**src/schedulerPkg.sv**
```systemverilog
/* Widths and entry, tag and pointer types of the wakeup scheduler.
   Every scheduler block and the testbench refer to these by scoped name. */

`default_nettype none

package schedulerPkg;

    // dispatch and wakeup bandwidth per cycle.
    localparam int DISPATCH_WIDTH = 2;
    localparam int WAKEUP_WIDTH = 2;

    localparam int SRC_OP_NUM = 2; // sources per instruction.

    // issue queue geometry.
    localparam int ISSUE_QUEUE_ENTRY_NUM = 16;
    localparam int ISSUE_QUEUE_INDEX_BIT_WIDTH = $clog2(ISSUE_QUEUE_ENTRY_NUM);

    localparam int PREG_NUM_BIT_WIDTH = 6;

    // pointer to one issue queue entry.
    typedef logic [ISSUE_QUEUE_INDEX_BIT_WIDTH-1:0] IssueQueueIndexPath;

    // one bit for each issue queue entry.
    typedef logic [ISSUE_QUEUE_ENTRY_NUM-1:0] IssueQueueOneHotPath;

    typedef logic [PREG_NUM_BIT_WIDTH-1:0] PRegNumPath;

    // a wakeup tag names the destination physical register directly.
    typedef PRegNumPath SchedulerRegTag;

endpackage

`default_nettype wire

```
**src/dispatchIf.sv**
```systemverilog
/* Dispatch bundle from the rename side into the issue queue blocks.
   The top level drives the signals; the CAM and the entry tracker read them through sink. */

`timescale 1ns/100ps
`default_nettype none

interface dispatchIf;

    // one strobe and one target entry per lane.
    logic dispatch [schedulerPkg::DISPATCH_WIDTH];
    schedulerPkg::IssueQueueIndexPath dispatchPtr [schedulerPkg::DISPATCH_WIDTH];

    // source operand tags and their ready state as seen at rename.
    schedulerPkg::PRegNumPath dispatchedSrcRegNum
        [schedulerPkg::DISPATCH_WIDTH][schedulerPkg::SRC_OP_NUM];
    logic dispatchedSrcReady [schedulerPkg::DISPATCH_WIDTH][schedulerPkg::SRC_OP_NUM];

    modport sink (
        input dispatch,
        input dispatchPtr,
        input dispatchedSrcRegNum,
        input dispatchedSrcReady
    );

endinterface

`default_nettype wire

```
**src/sourceCam.sv**
```systemverilog
/* Source operand CAM of the issue queue. Stores each source tag and its ready bit,
   and sets ready bits when a broadcast wakeup tag matches. */

`timescale 1ns/100ps
`default_nettype none

module sourceCam (
    input  logic clk,
    input  logic reset,
    dispatchIf.sink disp,
    input  logic wakeup [schedulerPkg::WAKEUP_WIDTH],
    input  schedulerPkg::SchedulerRegTag wakeupDstTag [schedulerPkg::WAKEUP_WIDTH],
    output schedulerPkg::IssueQueueOneHotPath srcReadyAll
);

    // stored tag and ready bit of every source of every entry.
    schedulerPkg::PRegNumPath srcTag
        [schedulerPkg::ISSUE_QUEUE_ENTRY_NUM][schedulerPkg::SRC_OP_NUM];
    logic srcReady [schedulerPkg::ISSUE_QUEUE_ENTRY_NUM][schedulerPkg::SRC_OP_NUM];

    // match results against this cycle's wakeup tags.
    logic storedMatch [schedulerPkg::ISSUE_QUEUE_ENTRY_NUM][schedulerPkg::SRC_OP_NUM];
    logic incomingMatch [schedulerPkg::DISPATCH_WIDTH][schedulerPkg::SRC_OP_NUM];

    // compare every stored tag with every broadcast tag.
    always_comb begin
        for (int e = 0; e < schedulerPkg::ISSUE_QUEUE_ENTRY_NUM; e++) begin
            for (int s = 0; s < schedulerPkg::SRC_OP_NUM; s++) begin
                storedMatch[e][s] = 1'b0;
                for (int w = 0; w < schedulerPkg::WAKEUP_WIDTH; w++) begin
                    if (wakeup[w] && (wakeupDstTag[w] == srcTag[e][s])) begin
                        storedMatch[e][s] = 1'b1;
                    end
                end
            end
        end
    end

    // the same comparison on the incoming tags, so a wakeup in the dispatch cycle is caught.
    always_comb begin
        for (int d = 0; d < schedulerPkg::DISPATCH_WIDTH; d++) begin
            for (int s = 0; s < schedulerPkg::SRC_OP_NUM; s++) begin
                incomingMatch[d][s] = 1'b0;
                for (int w = 0; w < schedulerPkg::WAKEUP_WIDTH; w++) begin
                    if (wakeup[w] && (wakeupDstTag[w] == disp.dispatchedSrcRegNum[d][s])) begin
                        incomingMatch[d][s] = 1'b1;
                    end
                end
            end
        end
    end

    always_ff @(posedge clk) begin
        for (int d = 0; d < schedulerPkg::DISPATCH_WIDTH; d++) begin
            if (disp.dispatch[d]) begin
                for (int s = 0; s < schedulerPkg::SRC_OP_NUM; s++) begin
                    srcTag[disp.dispatchPtr[d]][s] <= disp.dispatchedSrcRegNum[d][s];
                end
            end
        end
    end

    always_ff @(posedge clk) begin
        if (reset) begin
            for (int e = 0; e < schedulerPkg::ISSUE_QUEUE_ENTRY_NUM; e++) begin
                for (int s = 0; s < schedulerPkg::SRC_OP_NUM; s++) begin
                    srcReady[e][s] <= 1'b0;
                end
            end
        end else begin
            for (int e = 0; e < schedulerPkg::ISSUE_QUEUE_ENTRY_NUM; e++) begin
                for (int s = 0; s < schedulerPkg::SRC_OP_NUM; s++) begin
                    if (storedMatch[e][s]) begin
                        srcReady[e][s] <= 1'b1; // wakeup only ever sets.
                    end
                end
            end
            // a new instruction replaces whatever the entry held before.
            for (int d = 0; d < schedulerPkg::DISPATCH_WIDTH; d++) begin
                if (disp.dispatch[d]) begin
                    for (int s = 0; s < schedulerPkg::SRC_OP_NUM; s++) begin
                        srcReady[disp.dispatchPtr[d]][s] <=
                            disp.dispatchedSrcReady[d][s] | incomingMatch[d][s];
                    end
                end
            end
        end
    end

    always_comb begin
        for (int e = 0; e < schedulerPkg::ISSUE_QUEUE_ENTRY_NUM; e++) begin
            srcReadyAll[e] = 1'b1;
            for (int s = 0; s < schedulerPkg::SRC_OP_NUM; s++) begin
                srcReadyAll[e] = srcReadyAll[e] & srcReady[e][s];
            end
        end
    end

    // two lanes writing one entry would leave a half-written instruction.
    for (genvar i = 0; i < schedulerPkg::DISPATCH_WIDTH; i++) begin : lanePairA
        for (genvar j = i + 1; j < schedulerPkg::DISPATCH_WIDTH; j++) begin : lanePairB
            distinctLanePtr: assert property (@(posedge clk) disable iff (reset)
                (disp.dispatch[i] && disp.dispatch[j]) |->
                    (disp.dispatchPtr[i] != disp.dispatchPtr[j]))
                else $error("dispatch lanes %0d and %0d target one entry", i, j);
        end
    end

endmodule

`default_nettype wire

```
**src/entryTracker.sv**
```systemverilog
/* Valid bit of each issue queue entry. A dispatch sets it and an issue grant
   clears it; dispatch wins when both hit the same entry. */

`timescale 1ns/100ps
`default_nettype none

module entryTracker (
    input  logic clk,
    input  logic reset,
    dispatchIf.sink disp,
    input  schedulerPkg::IssueQueueOneHotPath issueGrant,
    output schedulerPkg::IssueQueueOneHotPath entryValid
);

    schedulerPkg::IssueQueueOneHotPath dispatchMask; // entries written this cycle.
    schedulerPkg::IssueQueueOneHotPath nextValid;

    always_comb begin
        dispatchMask = '0;
        for (int d = 0; d < schedulerPkg::DISPATCH_WIDTH; d++) begin
            if (disp.dispatch[d]) begin
                dispatchMask[disp.dispatchPtr[d]] = 1'b1;
            end
        end
    end

    // the grant frees first, so a dispatch into a granted entry keeps it valid.
    assign nextValid = (entryValid & ~issueGrant) | dispatchMask;

    always_ff @(posedge clk) begin
        if (reset) begin
            entryValid <= '0;
        end else begin
            entryValid <= nextValid;
        end
    end

    // the caller may reuse an entry only once it is free or is leaving this cycle.
    for (genvar d = 0; d < schedulerPkg::DISPATCH_WIDTH; d++) begin : laneCheck
        dispatchToFree: assert property (@(posedge clk) disable iff (reset)
            disp.dispatch[d] |->
                (!entryValid[disp.dispatchPtr[d]] || issueGrant[disp.dispatchPtr[d]]))
            else $error("lane %0d dispatched into busy entry %0d", d, disp.dispatchPtr[d]);
    end

endmodule

`default_nettype wire

```
**src/issueSelect.sv**
```systemverilog
/* Issue selection. Forms the operand-ready vector and grants the lowest ready entry
   in the same cycle unless issue is stalled. */

`timescale 1ns/100ps
`default_nettype none

module issueSelect (
    input  logic clk,
    input  schedulerPkg::IssueQueueOneHotPath entryValid,
    input  schedulerPkg::IssueQueueOneHotPath srcReadyAll,
    input  logic issueStall,
    output schedulerPkg::IssueQueueOneHotPath opReady,
    output logic issueValid,
    output schedulerPkg::IssueQueueIndexPath issuePtr,
    output schedulerPkg::IssueQueueOneHotPath issueGrant
);

    logic anyReady;

    // a stale ready bit in a free entry must never reach the picker.
    assign opReady = entryValid & srcReadyAll;
    assign anyReady = |opReady;

    // scan downward so the lowest set index is the last one written.
    always_comb begin
        issuePtr = '0;
        for (int i = schedulerPkg::ISSUE_QUEUE_ENTRY_NUM - 1; i >= 0; i--) begin
            if (opReady[i]) begin
                issuePtr = schedulerPkg::IssueQueueIndexPath'(i);
            end
        end
    end

    assign issueValid = anyReady && !issueStall; // back-pressure holds everything.

    always_comb begin
        issueGrant = '0;
        if (issueValid) begin
            issueGrant[issuePtr] = 1'b1;
        end
    end

    // only one entry is freed per cycle.
    singleGrant: assert property (@(posedge clk) $onehot0(issueGrant))
        else $error("issue grant %h has more than one bit set", issueGrant);

endmodule

`default_nettype wire

```
**src/wakeupScheduler.sv**
```systemverilog
/* Top level of the issue queue wakeup logic. Takes packed dispatch and wakeup ports,
   and ties the source CAM, entry tracker and issue selector together. */

`timescale 1ns/100ps
`default_nettype none

module wakeupScheduler (
    input  logic clk,
    input  logic reset,
    input  logic [schedulerPkg::DISPATCH_WIDTH-1:0] dispatch,
    input  schedulerPkg::IssueQueueIndexPath [schedulerPkg::DISPATCH_WIDTH-1:0] dispatchPtr,
    input  schedulerPkg::PRegNumPath
        [schedulerPkg::DISPATCH_WIDTH-1:0][schedulerPkg::SRC_OP_NUM-1:0] dispatchedSrcRegNum,
    input  logic
        [schedulerPkg::DISPATCH_WIDTH-1:0][schedulerPkg::SRC_OP_NUM-1:0] dispatchedSrcReady,
    input  logic [schedulerPkg::WAKEUP_WIDTH-1:0] wakeup,
    input  schedulerPkg::SchedulerRegTag [schedulerPkg::WAKEUP_WIDTH-1:0] wakeupDstTag,
    input  logic issueStall,
    output schedulerPkg::IssueQueueOneHotPath opReady,
    output logic issueValid,
    output schedulerPkg::IssueQueueIndexPath issuePtr
);

    dispatchIf disp ();

    logic unpackedWakeup [schedulerPkg::WAKEUP_WIDTH];
    schedulerPkg::SchedulerRegTag unpackedWakeupDstTag [schedulerPkg::WAKEUP_WIDTH];

    schedulerPkg::IssueQueueOneHotPath srcReadyAll;
    schedulerPkg::IssueQueueOneHotPath entryValid;
    schedulerPkg::IssueQueueOneHotPath issueGrant;

    // packed ports into the unpacked bundle the inner blocks expect.
    always_comb begin
        for (int d = 0; d < schedulerPkg::DISPATCH_WIDTH; d++) begin
            disp.dispatch[d] = dispatch[d];
            disp.dispatchPtr[d] = dispatchPtr[d];
            for (int s = 0; s < schedulerPkg::SRC_OP_NUM; s++) begin
                disp.dispatchedSrcRegNum[d][s] = dispatchedSrcRegNum[d][s];
                disp.dispatchedSrcReady[d][s] = dispatchedSrcReady[d][s];
            end
        end
        for (int w = 0; w < schedulerPkg::WAKEUP_WIDTH; w++) begin
            unpackedWakeup[w] = wakeup[w];
            unpackedWakeupDstTag[w] = wakeupDstTag[w];
        end
    end

    sourceCam i_sourceCam (
        .clk          (clk),
        .reset        (reset),
        .disp         (disp.sink),
        .wakeup       (unpackedWakeup),
        .wakeupDstTag (unpackedWakeupDstTag),
        .srcReadyAll  (srcReadyAll)
    );

    entryTracker i_entryTracker (
        .clk        (clk),
        .reset      (reset),
        .disp       (disp.sink),
        .issueGrant (issueGrant),
        .entryValid (entryValid)
    );

    issueSelect i_issueSelect (
        .clk         (clk),
        .entryValid  (entryValid),
        .srcReadyAll (srcReadyAll),
        .issueStall  (issueStall),
        .opReady     (opReady),
        .issueValid  (issueValid),
        .issuePtr    (issuePtr),
        .issueGrant  (issueGrant)
    );

endmodule

`default_nettype wire

```
**config.mk**
```make
export PLATFORM = sky130hd
export DESIGN_NAME = wakeupScheduler
export DESIGN_NICKNAME = d
export VERILOG_FILES = /design/src/schedulerPkg.sv /design/src/dispatchIf.sv /design/src/sourceCam.sv /design/src/entryTracker.sv /design/src/issueSelect.sv /design/src/wakeupScheduler.sv
export SDC_FILE = /design/constraint.sdc
export NUM_CORES = 1
export LEC_CHECK = 0
export ABC_CLOCK_PERIOD_IN_PS = 2300
export BUFFER_PORTS_ARGS = -buffer_cell sky130_fd_sc_hd__buf_2
export CAP_MARGIN = 20
export CORE_ASPECT_RATIO = 0.8
export CORE_MARGIN = 2
export CORE_UTILIZATION = 30
export CTS_CLUSTER_SIZE = 20
export DETAILED_ROUTE_END_ITERATION = 16
export GPL_TIMING_DRIVEN = 0
export MAX_ROUTING_LAYER = met4
export PLACE_DENSITY_LB_ADDON = 0.12
export SLEW_MARGIN = 20
export SYNTH_ARGS = -nofsm -noshare
export SYNTH_HDL_FRONTEND = slang
export SYNTH_HIERARCHICAL = 1
export SYNTH_SLANG_ARGS = --single-unit
```
**constraint.sdc**
```tcl
create_clock -name clk -period 2.3 [get_ports clk]
set_input_delay 0.115 -clock clk [delete_from_list [all_inputs] [get_ports clk]]
set_output_delay 0.115 -clock clk [all_outputs]
set_load 0.02 [all_outputs]
```
## Word-level counts from Yosys, hierarchy flattened

Memory sizes are Yosys's and may differ from the RTL's.
Cells that the tools add are included.

| storage, ports and cells | value |
|---|---|
| register bits | 16 |
| memory bits (writable) | 224 |
| input port bits | 55 |
| output and inout port bits | 21 |
| memories | 2 |

| cells by class | value |
|---|---|
| order comparisons | 6 |
| eq/ne operators | 72 |
| muxes and demuxes | 235 |
| bitwise logic cells | 57 |
| reductions and logical operators | 78 |

Memory list:

| memory | words | width | read ports | clocked after memory_dff | wr ports | RTL line | text |
|---|---|---|---|---|---|---|---|
| i_sourceCam.srcTag | 16 | 12 | 16 | 0 | 2 | sourceCam.sv:17 | `schedulerPkg::PRegNumPath srcTag` |
| i_sourceCam.srcReady | 16 | 2 | 16 | 0 | 18 | sourceCam.sv:19 | `logic srcReady [schedulerPkg::ISSUE_QUEUE_ENTRY_NUM][schedulerPkg::SRC_OP_NUM];` |

Operators by type and width:

| cell | count |
|---|---|
| 6-bit == test | 72 |
| 1-bit two-way mux | 213 |
| 1-bit logical AND | 76 |
| 4-bit two-way mux | 16 |
| 16-bit two-way mux | 3 |
| 1-bit OR | 36 |
| 16-bit bitwise AND | 2 |
| 16-bit OR | 2 |
| 1-bit bitwise AND | 16 |
| 16-bit inverter | 1 |
| 16-bit OR reduction | 1 |
| 4-bit by 5-bit < comparator with 1-bit output (second input constant) | 3 |
| 1-bit demux with 4-bit select | 3 |
| 4-bit by 1-bit >= comparator with 1-bit output (second input constant) | 3 |
| 1-bit logical NOT | 1 |

## Depth between registers and ports, before layout

Gate-level depths: netlist (run 1).
An unclocked memory read counts as a cell.

| depth | value |
|---|---|
| word-level depth | 27 |
| depth in mapped cells | 11 |
| mapped depth without buffers | 10 |

## Cells and area by module

Netlist (run 1), hierarchy kept.

By module, submodules not included:

| module | instances | cells an instance | area an instance (sq um) |
|---|---|---|---|
| sourceCam | 1 | 1,465 | 15,902.8 |
| entryTracker | 1 | 96 | 782.0 |
| issueSelect | 1 | 85 | 506.7 |

## Least setup slack after synthesis (run 1)

Ideal clock, no wire load.

| path | value |
|---|---|
| kind | input to register |
| start | in dispatchPtr[2] (netlist name) |
| end | mem i_sourceCam/srcReady[2][1] (netlist name) (data pin) |
| setup time | 0.272 ns |
| arrival | 1.712 ns |
| required time | 2.028 ns |
| path slack | 0.316 ns |
| cell stages on the path | 5 |
| cells stage by stage | or3b_2 > clkbuf_1 > o21bai_1 > or2_2 > o21ai_0 |

RTL lines:

| what | RTL line | text |
|---|---|---|
| start: declaration | wakeupScheduler.sv:11 | `input schedulerPkg::IssueQueueIndexPath [schedulerPkg::DISPATCH_WIDTH-1:0] dispatchPtr,` |
| end: declaration | sourceCam.sv:19 |  |

==> results by group, run 1 <==
Global routing
  • Busiest grt layer: met1
  • Congestion Overflow GR: 0
  • Initial antenna violation count: 3
  • M3 GR Usage: around 5.5%
  • Global-route wire length before repair: 99500 µm
  • Total global-route track usage: roughly a quarter
  • Met2 Use GR: approximately a third
  • Vias in the first global route: between 10000 and 15000
  • Grt met1 use: 35.1%
  • Largest net degree at the start of global routing: 15

Routing
  • First drt pass iteration count: 7
  • Initial DRC Count: 1529
  • Routed WL: 70800 µm
  • Routed WL per cell: 28.0 µm
  • Number of vias per cell: 5.41
  • Post-DRT Antenna Nets: 0
  • Vias: 13700
  • DRC: 0

Synth
  • Post-synth EDFFs: 208
  • Post-Syn Nets: 1701
  • Asr flop ratio synth: 0%
  • Cell variety after synth: 71
  • Synth warnings: 6
  • Synthesized cell area: between 15000 and 20000 µm²
  • Flops & latches, synth: 240
  • Post-synth top flop: edfxtp_1
  • Gate Count Post-Synth: between 1500 and 2000
  • Biggest area consumer among synthesized cells: edfxtp_1
  • Synth area leaders: edfxtp_1 (36%), xor2_1 (11%), xnor2_1 (11%)
  • Top cell type's share of synthesized area: 36.3%
  • Post-synthesis sequential area ratio: around two fifths
  • Syn Area/Cell: 10.4 µm²

STA
  • Highest clock rate: 446 MHz
  • Clk_skew: between 0.01 and 0.015 ns
  • Minimum clock period: 2.24 ns
  • Hold Fails Final Rpt: 0
  • Slew Viols, Final: 0
  • Relative slew slack: 19.6%
  • Final Setup Violations: 0
  • RSZ-0062 raised after global routing: yes
  • Fin Hold WS: about 0.044 ns
  • Worst-margin pin slew: 1.21 ns
  • Period utilization: 97.4%

Die
  • Row cnt: 78
  • I/O Pins: 76
  • Area of the die: 59200 µm²
  • Chip width: between 200 and 300 µm
  • Die Y: about 220 µm
  • Core area: roughly 57000 µm²
  • Starting Density: between 30% and 40%

Setup path
  • Largest stage delay on the critical path: 0.36 ns
  • CP Class: flip-flop to output pin
  • CP arrival: between 2 and 2.5 ns
  • CP Capture Type: output pin
  • Worst reg2reg setup slack: 0.09 ns
  • Worst path cell trace: and2_4 > a22o_4 > a21o_1 > a31o_1 > a32o_2 > buf_6
  • Required time of the worst setup path: around 2.2 ns
  • Crit-path slowest cell: edfxtp_1
  • Startpoint types: flip-flop
  • CP max FO: 2
  • Worst path top cell family by delay: compound AO/OA/AOI/OAI gates
  • Worst Path Buf+Inv: 1

Power
  • P per Cell Area: 591 nW/µm²
  • Leak: 6.91 nW
  • VDD IR max: 0.519 mV

Final layout
  • Fillers: roughly 5700
  • Final nets: 1800
  • Finished Cell Area: roughly 20000 µm²
  • Layout area overhead: 14.7%
  • Commonest non-fill, non-tap cell in the layout: xor2_1
  • Layout cells sized above 1: 23.9%
  • Most frequent cells in the layout: xor2_1 (218), xnor2_1 (214), edfxtp_1 (208), nand2_1 (185), mux2_2 (156)

Hold path
  • Hold WC Path Type: input pin to flip-flop

Outcome
  • Status: completed

Clock tree
  • Clock Sinks: 240
  • Reg clk slew, reported paths: about 0.060 ns
  • H-tree depth: 1
  • CTS max path bufs: 3
  • Num CTS Buffers: 28
  • Insertion delay to the later sink of the worst-skew pair: 0.57 ns
  • CTS tree: yes
  • Root Buffer: clkbuf_16

Place
  • Post-DP Area: 18500 µm²
  • IO Port Bufs: 37
  • Placer congestion estimate: 0.867
  • DP HPWL: around 48000 µm

Job
  • Max_cap viols: 0
## per-layer routing
layer / wire length [µm] / up-vias
li1: - / 6031
met1: 34200 / 6971
met2: 29100 / 567
met3: 5760 / 113
met4: 1750 / 0
met5: 0 / -
## per-stage QoR
stage / util [%] / setup WS (ns) / setup TNS [ns] / cells / power (mW)
floorplan: - / 0.316 / 0 / 1646 / 6.50
global placement: 32.3 / -0.788 / -108.72 / 2443 / 7.18
detailed placement: 32.6 / -0.609 / -31.96 / 2453 / 7.23
CTS: 34.6 / -0.0109 / -0.0109 / 2524 / 11.7
global route: 34.8 / -0.0100 / -0.0100 / 2529 / 12.0
finish: 34.8 / 0.0595 / 0 / 2531 / 11.6
## kinds of logic (layout without fill, tap and decap cells)
family,after synthesis,count (layout),share of synthesized area [%]
flops,240,240,40.1
compound gates,116,116,4.81
buf+inv,155,276,6.24
mux,156,156,10.2
xor+xnor,432,432,22.0
other cells,0,4,0
simple gates,547,547,16.7
## where the power goes
part	internal [mW]	total (mW)	switching (mW)
clock	2.51	4.40	1.89
combinational	0.822	2.15	1.33
sequential	4.96	5.09	0.134
## cell usage after synthesis (3+ instances only)
| master | n |
|---|---|
| xor2_1 | 218 |
| xnor2_1 | 214 |
| edfxtp_1 | 208 |
| nand2_1 | 186 |
| mux2_2 | 156 |
| nor2_1 | 91 |
| nor4_1 | 81 |
| nand4_1 | 78 |
| clkbuf_1 | 51 |
| buf_6 | 35 |
| dfxtp_1 | 32 |
| a22oi_1 | 31 |
| and2_1 | 24 |
| buf_2 | 22 |
| a21oi_1 | 18 |
| nor3_2 | 18 |
| buf_1 | 14 |
| inv_1 | 13 |
| o21ai_0 | 13 |
| nand3_1 | 11 |
| or2_2 | 11 |
| o21ai_1 | 10 |
| nor3_1 | 8 |
| buf_8 | 7 |
| nand2b_1 | 7 |
| o21bai_1 | 7 |
| buf_12 | 6 |
| buf_4 | 6 |
| nor2b_1 | 6 |
| a211oi_1 | 4 |
| a32oi_1 | 4 |
| a31oi_1 | 3 |
| and4bb_1 | 3 |
| or3_1 | 3 |
## worst min-delay path: stages
cell and delay [ns]:
buf_2 0.17, nor2b_1 0.18, nand2_1 0.06, nand2_1 0.04
## cell type report
| cell class | instances | area (µm²) | share of cell area, % |
|---|---|---|---|
| inverter | 13 | 48.8 | 0.248 |
| antenna | 4 | 10.0 | 0.0508 |
| clock buffer | 47 | 855 | 4.34 |
| clock inverter | 5 | 25.0 | 0.127 |
| timing repair buffer | 69 | 505 | 2.56 |
| buffer | 142 | 1030 | 5.21 |
| tap | 760 | 951 | 4.82 |
| multi-input combinational | 1251 | 9400 | 47.7 |
| sequential | 240 | 6890 | 34.9 |
## timing repair
item / CTS / global route
pin swaps: 11 / 12
gates resized for setup: 21 / 18
endpoints found under the setup margin: 20 / 22
gates cloned: 0 / 1
hold buffers: 10 / 0
hold endpoints to repair: 10 / 0
buffers inserted: 9 / 2
## state kept, by name (all words and copies together), names as in the netlist
name                       flops
i_entryTracker/entryValid     16
i_sourceCam/srcReady          32
i_sourceCam/srcTag           192
## final timing paths
| check | startpoint | to | depth (start not counted) |
|---|---|---|---|
| min | dispatchPtr[3] | i_entryTracker/entryValid[10] | 4 |
| max | i_sourceCam/srcReady[5][1] | issuePtr[0] | 6 |
| min reg2reg | i_entryTracker/entryValid[15] | i_entryTracker/entryValid[15] | 2 |
| max reg2reg | i_sourceCam/srcTag[2][4] | i_sourceCam/srcReady[5][0] | 9 |
Note: power is estimated with default switching activity, not from simulation.
==> inputs of run 2 (changes only) <==
--- a/config.mk
+++ b/config.mk
@@ -14,7 +14,6 @@
 export CTS_CLUSTER_SIZE = 20
 export DETAILED_ROUTE_END_ITERATION = 16
 export GPL_TIMING_DRIVEN = 0
-export MAX_ROUTING_LAYER = met4
 export PLACE_DENSITY_LB_ADDON = 0.12
 export SLEW_MARGIN = 20
 export SYNTH_ARGS = -nofsm -noshare
==> results by group, run 2 (synthesized netlist as in run 1, its figures left out) <==
Outcome
  • Status: completed

Routing
  • DRC: 0
  • Routed WL per cell: 27.9 µm
  • First drt pass iteration count: 6
  • Vias: 13600
  • Routed WL: 70700 µm
  • Number of vias per cell: ~5.4
  • Post-DRT Antenna Nets: 0
  • Initial DRC Count: 1555

Power
  • Int Power: around 8.3 mW
  • Power share of the clock group: between 30 and 40%
  • Leak: 6.91 nW
  • VDD IR max: ~0.52 mV
  • Sequential share of power: 43.7%
  • Sw Pwr: 3.35 mW
  • Net switching fraction of the power: 28.8%
  • Gate power share: ~18%
  • P per Cell Area: 591 nW/µm²
  • Design Power: between 10 and 15 mW

Final layout
  • Layout cells sized above 1: about a quarter
  • Non-Filler Instances: 2530
  • Commonest non-fill, non-tap cell in the layout: xor2_1
  • Most frequent cells in the layout: xor2_1 (218), xnor2_1 (214), edfxtp_1 (208), nand2_1 (185), mux2_2 (156)
  • Layout area overhead: 14.6%
  • Largest register FFs: 192
  • Final nets: 1800

Global routing
  • Vias in the first global route: 13500
  • Initial antenna violation count: 3
  • Congestion Overflow GR: 0
  • Global-route wire length before repair: 99500 µm
  • Total global-route track usage: a little under a quarter
  • Largest net degree at the start of global routing: 15

STA
  • Relative slew slack: between 20 and 25%
  • RSZ-0062 raised after global routing: yes
  • Hold Fails Final Rpt: 0
  • Slew Viols, Final: 0
  • Minimum clock period: about 2.3 ns
  • Period utilization: slightly below 100%
  • Setup ws final: 0.0494 ns
  • Highest clock rate: 444 MHz
  • Final Setup Violations: 0
  • Worst-margin pin slew: 1.18 ns
  • Clk_skew: 0.0109 ns

Place
  • Placer congestion estimate: roughly 0.85
  • Post-Place Cells: about 2500
  • Pre-CTS WS: -0.609 ns
  • IO Port Bufs: 37
  • DP HPWL: 48400 µm

Setup path
  • CP max FO: 3
  • CP Class: flip-flop to output pin
  • Crit. Startpoint: i_sourceCam/srcReady[8][1]
  • Required time of the worst setup path: 2.18 ns
  • R2R Path Start: i_sourceCam/srcTag[4][6]
  • Startpoint types: flip-flop
  • CP arrival: 2.14 ns
  • CP Capture Type: output pin

Clock tree
  • Reg clk slew, reported paths: 0.06 ns
  • Clock Sinks: 240
  • Root Buffer: clkbuf_16
  • Insertion delay to the later sink of the worst-skew pair: 0.57 ns
  • CTS max path bufs: 3
  • H-tree depth: 1
  • CTS tree: yes
  • Num CTS Buffers: 28

Hold path
  • Hold WC Path Type: input pin to flip-flop
  • Hold_sp: dispatchPtr[3]

Die
  • Area of the die: 59200 µm²
  • I/O Pins: 76
  • Row cnt: 78
  • Core area: approximately 57000 µm²
  • Chip width: 272 µm
  • Die Y: approximately 220 µm
  • Starting Density: 30.3%

Job
  • Max_cap viols: 0
## run 2: power by group through the flow
stage | Combinational [mW] | Sequential, mW | Clock [mW]
after floorplan | 1.35 | 5.15 | 0
after global placement | 2.00 | 5.18 | 0
after detailed placement | 2.04 | 5.18 | 0
after CTS | 2.09 | 5.09 | 4.49
after global routing | 2.27 | 5.11 | 4.67
final | 2.15 | 5.09 | 4.40
## run 2: routing by layer
| layer | track usage, % | routed length (µm) |
|---|---|---|
| met4 | 5.79 | 1720 |
| met3 | 5.52 | 6340 |
| met1 | 35.1 | 33600 |
| met2 | 34.2 | 29000 |
| met5 | 0 | 0 |
## run 2: through the flow
step	hold WS (ns)	instance area, µm²	util [%]	setup TNS [ns]
3_3_place_gp	0.488	18300	32.3	-108.72
4_1_cts	0.00917	19600	34.6	-0.0109
6_report	0.0457	19700	34.8	0
3_5_place_dp	0.490	18500	32.6	-31.96
5_1_grt	0.0446	19700	34.7	-0.0267
2_1_floorplan	0.238	17200	-	0
## run 2: cell type report
cell class,count,area (µm²)
Antenna cell,3,7.51
Buffer,142,1030
Clock buffer,47,855
Clock inverter,5,25.0
Fill cell,5724,37000
Inverter,13,48.8
Multi-Input combinational cell,1251,9400
Sequential cell,240,6890
Tap cell,760,951
Timing Repair Buffer,69,505
## run 2: worst paths after layout
check                                                endpoint  slack [ns]  cells after the start
worst max register to register     i_sourceCam/srcReady[5][0]        0.08                      9
worst min register to register   i_entryTracker/entryValid[3]        0.51                      2
worst min-delay path            i_entryTracker/entryValid[10]        0.05                      4
worst max-delay path                              issuePtr[1]        0.05                      6
## run 2: repair_timing
action                     4_1_cts  5_1_grt
pin swaps                       11       12
setup buffers                    9        2
cloned                           0        1
hold endpoints to repair        10        0
hold buffers                    10        0
gates resized for setup         21       16
setup endpoints to repair       20       22
## run 2: critical path, stage by stage (launching register included)
cell      delay (ns)
edfxtp_1        0.40
and2_1          0.22
a22oi_2         0.29
o31ai_2         0.12
a31oi_2         0.21
o21a_4          0.17
buf_2           0.16
